--- src/verilog/ci_pkg.sv ---
package ci_pkg;

    // UART timing
    localparam int CLKS_PER_BIT = 8;
    localparam int TMR_W        = $clog2(CLKS_PER_BIT);

    // Controller reset stretch after reset_i
    localparam int BOOT_CYCLES = 16;
    localparam int BOOT_W      = $clog2(BOOT_CYCLES + 1);

    // Word memory, indexed by adr[MEM_AW+1:2]
    localparam int MEM_WORDS = 256;
    localparam int MEM_AW    = $clog2(MEM_WORDS);

    // Host reply bytes
    localparam logic [7:0] HARNESS_ID = 8'h5A;
    localparam logic [7:0] RSP_ACK    = 8'h06;
    localparam logic [7:0] RSP_NAK    = 8'h15;

    // Wishbone classic request, master to slave
    typedef struct packed {
        logic        cyc;
        logic        stb;
        logic        we;
        logic [31:0] adr;
        logic [31:0] dat;
    } wb_req_t;

    // Wishbone classic response, slave to master
    typedef struct packed {
        logic        ack;
        logic [31:0] dat;
    } wb_rsp_t;

    typedef enum logic [7:0] {
        OP_PING  = 8'h01,
        OP_WRITE = 8'h02,
        OP_READ  = 8'h03,
        OP_RUN   = 8'h04,
        OP_HALT  = 8'h05
    } opcode_e;

    typedef enum logic [2:0] {
        S_IDLE,
        S_ADDR,
        S_DATA,
        S_BUS,
        S_REPLY,
        S_WAIT_TX
    } fsm_state_e;

endpackage

--- src/verilog/uart_tx.sv ---
`timescale 1ns/1ps

module uart_tx import ci_pkg::*; (
    input  logic       clk,
    input  logic       reset_i,
    input  logic       tx_start_i,
    input  logic [7:0] tx_data_i,
    output logic       tx_o,
    output logic       tx_busy_o
);

    logic [8:0]       shift;
    logic [TMR_W-1:0] timer;
    logic [3:0]       bit_cnt;

    always_ff @(posedge clk) begin
        if (reset_i) begin
            tx_o      <= 1'b1;
            tx_busy_o <= 1'b0;
            timer     <= '0;
            bit_cnt   <= '0;
        end else if (!tx_busy_o) begin
            if (tx_start_i) begin
                // Start bit goes out right away
                tx_o      <= 1'b0;
                tx_busy_o <= 1'b1;
                timer     <= TMR_W'(CLKS_PER_BIT - 1);
                bit_cnt   <= '0;
            end
        end else if (timer != '0) begin
            timer <= timer - 1'b1;
        end else begin
            timer <= TMR_W'(CLKS_PER_BIT - 1);
            if (bit_cnt == 4'd9) begin
                // Stop bit has run its full period
                tx_busy_o <= 1'b0;
            end else begin
                tx_o    <= shift[0];
                bit_cnt <= bit_cnt + 1'b1;
            end
        end
    end

    // Data then stop bit, shifted out LSB first
    always_ff @(posedge clk) begin
        if (!tx_busy_o && tx_start_i) begin
            shift <= {1'b1, tx_data_i};
        end else if (tx_busy_o && timer == '0) begin
            shift <= {1'b1, shift[8:1]};
        end
    end

    // The controller must wait out the frame before the next byte
    a_no_start_when_busy: assert property (
        @(posedge clk) disable iff (reset_i) !(tx_start_i && tx_busy_o)
    );

endmodule
--- config.mk ---
export PLATFORM = sky130hd
export DESIGN_NAME = uart_tx
export DESIGN_NICKNAME = d
export VERILOG_FILES = /design/src/verilog/ci_pkg.sv /design/src/verilog/uart_tx.sv
export SDC_FILE = /design/constraint.sdc
export NUM_CORES = 1
export LEC_CHECK = 0
export BUFFER_PORTS_ARGS = -buffer_cell sky130_fd_sc_hd__buf_4
export CORE_MARGIN = 4
export CORE_UTILIZATION = 48
export DETAILED_ROUTE_END_ITERATION = 12
export GPL_TIMING_DRIVEN = 0
export HOLD_SLACK_MARGIN = 0.08
export PLACE_DENSITY = 0.82
export SLEW_MARGIN = 20
export SYNTH_ARGS = -nofsm -noshare
export SYNTH_HDL_FRONTEND = slang
export SYNTH_SLANG_ARGS = --single-unit
--- constraint.sdc ---
create_clock -name clk -period 1.7 [get_ports clk]
set_clock_uncertainty 0.2 [all_clocks]
set_input_delay 0.17 -clock clk [delete_from_list [all_inputs] [get_ports clk]]
set_output_delay 0.17 -clock clk [all_outputs]
set_load 0.02 [all_outputs]
Word-level counts from Yosys, hierarchy flattened
Cells that the tools add are included.
{"block": "totals", "elab_cells": 35, "input_bits": 11, "ff_bits": 17, "out_inout_bits": 2}
{"block": "op_classes", "add_sub_neg": 2, "n_mux": 17, "n_eq_ne": 3, "n_reduce_logical": 8}
{"op": "$mux W4", "count": 4}
{"op": "$mux W8", "count": 2}
{"op": "$mux W3", "count": 3}
{"op": "$mux W1", "count": 8}
{"op": "$add A4 B1 Y4 const B", "count": 1}
{"op": "$eq A4 B4 Y1 const B", "count": 1}
{"op": "$ne A2 B2 Y1 const B", "count": 2}
{"op": "$reduce_bool A2 Y1", "count": 2}
{"op": "$logic_not A3 Y1", "count": 1}
{"op": "$reduce_and A3 Y1", "count": 1}
{"op": "$reduce_bool A3 Y1", "count": 1}
{"op": "$sub A3 B1 Y3 const B", "count": 1}
{"op": "$logic_and A1 B1 Y1", "count": 2}
{"op": "$logic_not A1 Y1", "count": 1}

Depth between registers and ports, before layout
Gate-level depths: netlist of the first run.
{"block": "depth", "depth_word": 4, "depth_mapped": 5, "mapped_depth_nobuf": 5}

Worst setup path after synthesis of the first run
Ideal clock, no wire load.
{"block": "synth_timing", "path_type": "reg-to-reg", "startpoint": "reg timer[0]", "endpoint": "reg timer[1]", "synth_period_minus_slack_ns": 1.637, "stages_incl_launch_ff": 6, "required_time_ns": 1.385, "path_slack_ns": 0.063, "path_buffers": 0, "setup_ns": 0.115, "arrival_time_ns": 1.322, "cell_sequence": "dfxtp_1 > inv_1 > ha_1 > nand3b_4 > or2b_2 > o21ba_2"}
{"block": "synth_between", "elab_chain_cells": 3, "elab_cells_between_ends": 4, "classes_between": "add/sub: 1; mux: 2; reduce/logical: 1"}
{"item": "start: declaration", "line": "uart_tx.sv:13", "source": "logic [TMR_W-1:0] timer;"}
{"item": "start signal: assignment", "line": "uart_tx.sv:27", "source": "timer <= TMR_W'(CLKS_PER_BIT - 1);"}
{"item": "start signal: assignment", "line": "uart_tx.sv:31", "source": "timer <= timer - 1'b1;"}
{"item": "start signal: assignment", "line": "uart_tx.sv:33", "source": "timer <= TMR_W'(CLKS_PER_BIT - 1);"}
{"item": "$sub A3 B1 Y3 or $reduce_bool A3 Y1 (tied branches)", "line": "uart_tx.sv:31, uart_tx.sv:30"}
{"item": "$mux W3 (*)", "line": "uart_tx.sv:30", "source": "end else if (timer != '0) begin"}
{"item": "$mux W3 (*)", "line": "uart_tx.sv:22", "source": "end else if (!tx_busy_o) begin"}
Every way passes the cells marked *; elsewhere a longest branch is shown, timed or not.
A chain may end at the register's enable or synchronous reset.

Worst setup path after layout of the first run
{"block": "layout_timing", "startpoint": "reg bit_cnt[1]", "endpoint": "reg bit_cnt[1]"}
{"block": "layout_between", "elab_chain_cells": 4, "elab_cells_between_ends": 7, "classes_between": "add/sub: 1; eq/ne: 2; mux: 3; reduce/logical: 1"}
{"item": "start: declaration", "line": "uart_tx.sv:14", "source": "logic [3:0] bit_cnt;"}
{"item": "start signal: assignment", "line": "uart_tx.sv:39", "source": "bit_cnt <= bit_cnt + 1'b1;"}
{"item": "$add A4 B1 Y4", "line": "uart_tx.sv:39"}
{"item": "$mux W4", "line": "uart_tx.sv:34", "source": "if (bit_cnt == 4'd9) begin"}
{"item": "$mux W4", "line": "uart_tx.sv:30"}
{"item": "$mux W4", "line": "uart_tx.sv:22"}
Parallel ways exist; a longest one is shown, timed or not. The select of a mux whose other input is x is not followed.

==> metrics.md, run 1 <==
| Metric | Value |
|---|---|
| Hold_ws | 104 ps |
| DR DRC count | 0 |
| Iter 0 DRT Violations | 12 |
| Crit path max-delay cell type | or4_1 |
| Routed wire length | 1660 um |
| Grt met3 use | approximately 5.6% |
| Initial antenna violation count | 0 |
| Placed wire-length estimate | 1100 um |
| Synth Instances | between 70 and 80 |
| Via/cell ratio | a little over 5 |
| Slew @ Worst Pin | 383 ps |
| Critical Path Max Stage Delay | 400 ps |
| Post-Syn Nets | 86 |
| Max IR drop VDD | 548 uV |
| Final core occ | roughly 68% |
| CTS buffer count | 3 |
| Power density over the cells | 795 nW/um^2 |
| F_max | 609 MHz |
| Status | finished, final reports clean |
| Total number of yosys warnings | 0 |
| CORE AREA | 1590 sq um |
| CTS sink count | 17 |
| Yosys cell types | 33 |
| Worst-Skew Late Latency | about 290 ps |
| # setup viols final | 0 |
| #FFs+latches synth | 17 |
| WL/cell | 13.9 um |
| Die ar. | 2510 sq um |
| Total gr overflow | 0 |
| LEAKAGE | around 0.43 nW |
| Nets | 111 |
| Largest net degree at the start of global routing | 11 |
| Final Non-Filler Cells | about 120 |
| Most common cell in the netlist | dfxtp_1 |
| Setup_tns | 0 ps |
| RSZ-0062 raised after global routing | false |
| Crit path time final | 1640 ps |
| Startpoint class of the critical path | register |
| I/O Buffers | 11 |
| Worst Setup End Kind | register |
| H-tree depth | 1 |
| Synth area leaders | edfxtp_1, dfxtp_1, mux2_2, ha_1, a21oi_1 |
| Met1 GRT Util | 19.1% |
| Root buffer cell | clkbuf_4 |
| Post-Syn Area | ~850 sq um |
| Ys flop type | dfxtp_1 |
| Share of cells above drive strength 1 | 34.7% |
| Max clock buf depth | 2 |
| Setup Buffers After CTS | 0 |
| CTS tree | yes |
| Critical path arrival | between 1500 and 2000 ps |
| Routed Antenna Nets | 0 |
| Synth top cells by count | dfxtp_1, edfxtp_1, mux2_2, a21oi_1 |
| Final Hold Viols | 0 |
| Ys async rst share | 0% |
| Leading area contributor after synthesis | edfxtp_1 |
| GPL Wtd Cong | ~0.70 |
| Critical Path, Cell by Cell | inv_1, ha_1, and3b_2, or4_1, o31ai_1 |
| FF-to-FF setup slack | a little under 60 ps |
| Vias in the first global route | 612 |
| First-pass GRT wire length | 2830 um |
| Max cap viols | 0 |
| DIE WIDTH | 50.1 um |
| Setup crit start | bit_cnt[1] |
| GR peak layer | met2 |
| Max Transition Viols Final | 0 |
| Hold Startpoint | reset_i |
| RR Startpoint | bit_cnt[1] |
| Critical path class | register to register |
| Clock transition at the registers of the reported paths | 100 ps |
| Post-placement cell count | 106 |
| Area share of the largest cell type after synthesis | between 20% and 30% |
| Ant. Diodes | 0 |
| Row cnt | 14 |
| Height of the die | 50.1 um |
| Ports | 13 |
| Vias | 614 |
| Hold Path Class | input port to register |
| Sequential fraction of the synthesis area | 49.3% |
| Tot GR Track Use | 15.1% |
| Mean Syn Cell Area | 12.0 sq um |
| DRT Pass-1 Iters | 4 |
| GR Util met2 | 24.1% |
| Crit-path max FO | 4 |
| Area growth syn-to-layout | 27.5% |
| Number of synthesized flops with an enable pin | 8 |
| Relative slew slack | 74.4% |
| Fin crit share | 96.6% |
| Initial Util | 53.5% |
| Critical Path RT | around 1700 ps |
==> layout make-up <==
type                            instances  area [sq um]
Fill cell                             133           508
Sequential cell                        17           420
Multi-Input combinational cell         47           393
Timing Repair Buffer                   20           173
Tap cell                               24          30.0
Buffer                                  3          28.8
Clock buffer                            4          26.3
Inverter                                4          15.0
==> report_power, final <==
part / total [mW] / leakage [nW] / switching, mW / internal [mW]
logic: 0.168 / 0.265 / 0.0735 / 0.0946
registers: 0.481 / 0.150 / 0.0152 / 0.466
clock network: 0.214 / 0.0150 / 0.122 / 0.0912
==> final timing paths <==
path,to,cells past startpoint
min reg2reg,timer[0],1
min,bit_cnt[0],2
max reg2reg,bit_cnt[1],5
max,bit_cnt[1],5
==> placed cells by master (no fill, tap or decap), drive strengths merged, types with 2 or more instances in the layout <==
| cell type | instances |
|---|---|
| or3 | 2 |
| buf | 12 |
| clkbuf | 6 |
| and3b | 2 |
| inv | 4 |
| edfxtp | 8 |
| mux2 | 7 |
| dfxtp | 9 |
| a211oi | 2 |
| or2 | 2 |
| a21oi | 5 |
| o21ai | 2 |
| nand3b | 2 |
| dlygate4sd3 | 9 |
| ha | 4 |
| or2b | 2 |
| nor2 | 3 |
==> metal layers <==
layer	vias to the layer above	wire length, um	share of wire (%)
met5	-	0	0
met4	0	13	0.78
met3	2	105	6.3
met2	19	823	50
met1	282	716	43
li1	311	-	-
==> state kept, by name (all words and copies together) (netlist names) <==
name       count
bit_cnt        4
shift          8
timer          3
tx_busy_o      1
tx_o           1
==> worst max-delay path: cells and delay by family, from the launching register on <==
kind            cells  cell delay, ps
simple gates        2             650
flops               1             380
fa+ha+maj           1             190
compound gates      1              80
buf+inv             1              70
==> metrics by stage <==
stage               instance area (sq um)  worst slack, ps  power [mW]
CTS                                  1080             25.5       0.865
global placement                      965            -32.7       0.632
finish                               1090             58.4       0.863
floorplan                             852             62.6       0.593
global route                         1090             1.41       0.914
detailed placement                    965            -51.7       0.638
==> what timing repair did <==
action | in CTS | in global routing
hold buffers | 9 | 0
endpoints found under the setup margin | 9 | 4
endpoints found under the hold margin | 9 | 0
gates resized for setup | 1 | 1
==> logic make-up after synthesis <==
family                   Yosys count  share of synthesized area [%]
AO/OA/AOI/OAI                     16                           13.4
adder cells (fa/ha/maj)            4                           5.87
buffers and inverters              7                           5.14
flip-flops                        17                           49.3
multiplexers                       7                           9.25
AND/OR/NAND/NOR                   20                           17.0
Power figures use the tool's default switching activity.
==> run 2, diff against run 1 <==
--- a/config.mk
+++ b/config.mk
@@ -6,8 +6,10 @@
 export NUM_CORES = 1
 export LEC_CHECK = 0
 export BUFFER_PORTS_ARGS = -buffer_cell sky130_fd_sc_hd__buf_4
+export CELL_PAD_IN_SITES_DETAIL_PLACEMENT = 1
+export CELL_PAD_IN_SITES_GLOBAL_PLACEMENT = 2
 export CORE_MARGIN = 4
-export CORE_UTILIZATION = 48
+export CORE_UTILIZATION = 32
 export DETAILED_ROUTE_END_ITERATION = 12
 export GPL_TIMING_DRIVEN = 0
 export HOLD_SLACK_MARGIN = 0.08
==> run 2 against run 1 <==
Compared with the run above:
- worst setup slack improved by 28 ps
- hold slack better by 12 ps
- routed wire length is 13% higher
- critical path depth is 1 lower
- largest cell class unchanged
- first-iteration DRC count shrank 75%
- critical endpoint unchanged
- register-to-register slack improved by 30 ps
- final cell count increased by 5.0%
- total power increased by 2.2%
- sequential cell count did not move
- non-clock buffer count stayed put
- combinational power is essentially flat
- sequential power is essentially flat
==> metrics.md, run 2 (same netlist as run 1, synthesis figures left out) <==
| Metric | Value |
|---|---|
| Status | finished, final reports clean |
| LEAKAGE | 0.433 nW |
| Placed wire-length estimate | 1310 um |
| Setup Buffers After CTS | 0 |
| Relative slew slack | 71.5% |
| CTS buffer count | 3 |
| Ports | 13 |
| F_max | 620 MHz |
| Root buffer cell | clkbuf_4 |
| Row cnt | 18 |
| Fill count | 288 |
| Startpoint class of the critical path | register |
| CTS sink count | 17 |
| Crit path time final | 1610 ps |
| Routed Antenna Nets | 0 |
| Largest net degree at the start of global routing | 11 |
| Total gr overflow | 0 |
| Hold endpoint | bit_cnt[0] |
| CORE AREA | 2500 sq um |
| Highest-count cells in the layout ignoring fill and taps | buf_4, dlygate4sd3_1, dfxtp_1, edfxtp_1, mux2_2 |
| Ant. Diodes | 0 |
| Reg2Reg Depth | 4 |
| Max Transition Viols Final | 0 |
| Hold Startpoint | reset_i |
| GPL Wtd Cong | roughly 0.72 |
| Initial antenna violation count | 0 |
| Routed wire length | 1870 um |
| Worst-Skew Late Latency | 300 ps |
| Initial Util | 34.1% |
| Power Total | 0.882 mW |
| DR DRC count | 0 |
| Vias | 618 |
| Leading cell type in the layout, fill and taps excluded | buf_4 |
| # setup viols final | 0 |
| Area growth syn-to-layout | 28.6% |
| RSZ-0062 raised after global routing | false |
| Slew @ Worst Pin | 428 ps |
| Final Non-Filler Cells | 125 |
| Critical Path, Cell by Cell | ha_1, and3b_2, or4_1, o31ai_1 |
| Power density over the cells | 805 nW/um^2 |
| Post-placement cell count | approximately 110 |
| Iter 0 DRT Violations | 3 |
| DRT Pass-1 Iters | 2 |
| Share of cells above drive strength 1 | 36.8% |
| I/O Buffers | 11 |
| Tot GR Track Use | 12.0% |
| Max IR drop VDD | 544 uV |
| Hold_ws | 115 ps |
| Reg-to-Reg End | bit_cnt[1] |
| Via/cell ratio | 4.94 |
| Final core occ | 43.8% |
| Height of the die | between 50 and 60 um |
| Critical path class | register to register |
| Worst Setup End Kind | register |
| Fin crit share | a little over nine tenths |
| Reg with most FFs | shift |
| Max cap viols | 0 |
| Die ar. | approximately 3600 sq um |
| Nets | 111 |
| Largest regs | shift (8), bit_cnt (4), timer (3) |
| Max reg flops | 8 |
| Final Hold Viols | 0 |
| Crit-path max FO | 5 |
| First-pass GRT wire length | between 2000 and 3000 um |
| FF-to-FF setup slack | 90 ps |
| WHS Path Cells | 2 |
| Vias in the first global route | 611 |
| Crit path max-delay cell type | or4_1 |
| DIE WIDTH | between 50 and 60 um |
| Critical path arrival | 1630 ps |
| Critical Path RT | ~1700 ps |
| Hold Path Class | input port to register |
| H-tree depth | 1 |
| Clock transition at the registers of the reported paths | 110 ps |
| Max clock buf depth | 2 |
| WL/cell | around 15 um |
| RR Startpoint | bit_cnt[0] |
| Critical Path Max Stage Delay | 400 ps |
| CTS tree | yes |
run 2: changes by cell type in the layout (fill, tap and decap cells not counted):
| cell | previous run | this run |
|---|---|---|
| dfxtp_1 | 9 | 8 |
| clkbuf_1 | 2 | 1 |
| clkinv_2 | 0 | 1 |
| dfxtp_2 | 0 | 1 |
run 2: worst max-delay path, delay by kind of cell (launching register included):
kind	cells	cell delay [ps]
AND/OR/NAND/NOR	2	650
flip-flops	1	380
adder cells (fa/ha/maj)	1	230
AO/OA/AOI/OAI	1	80
run 2: layout make-up:
type / count / area, sq um / share of cell area [%]
sequential: 17 / 422 / 38.5
multi-input combinational: 47 / 393 / 35.8
timing repair buffer: 20 / 173 / 15.8
tap: 30 / 37.5 / 3.42
buffer: 3 / 28.8 / 2.63
clock buffer: 3 / 22.5 / 2.05
inverter: 4 / 15.0 / 1.37
clock inverter: 1 / 5.00 / 0.457
run 2: metal layers:
| layer | track usage [%] | share of wire, % | vias to the layer above | wire length (um) |
|---|---|---|---|---|
| met3 | 5.23 | 3.4 | 0 | 63 |
| met4 | 2.85 | 0 | 0 | 0 |
| met5 | 0 | 0 | - | 0 |
| met2 | 19.7 | 51 | 9 | 963 |
| li1 | - | - | 310 | - |
| met1 | 14.4 | 45 | 299 | 844 |
run 2: how the worst max path moves through the flow:
stage	depth (start not counted)	from	endpoint	slack (ps)
floorplan	5	timer[0]	timer[1]	60
global placement	5	timer[0]	timer[1]	-50
detailed placement	5	timer[0]	timer[1]	-80
CTS	5	timer[0]	timer[1]	5
global route	4	bit_cnt[0]	bit_cnt[1]	3
finish	4	bit_cnt[0]	bit_cnt[1]	90
run 2: metrics by stage:
stage	cell area (sq um)	setup slack (ps)	setup TNS, ps
2_1_floorplan	852	62.6	0
3_3_place_gp	972	-53.1	-53.1
3_5_place_dp	972	-76.2	-76.2
4_1_cts	1090	5.27	0
5_1_grt	1100	2.64	0
6_report	1100	86.3	0
run 2: repair_timing:
item,CTS,global route
setup endpoints to repair,9,4
resized for setup,1,2
hold buffers,9,0
hold endpoints to repair,9,0
run 2: report_power, final:
group | leakage [nW] | total (mW) | internal, mW | switching, mW
clock network | 0.0177 | 0.228 | 0.0877 | 0.141
registers | 0.150 | 0.483 | 0.466 | 0.0163
logic | 0.265 | 0.171 | 0.0947 | 0.0764
total | 0.433 | 0.882 | 0.649 | 0.233
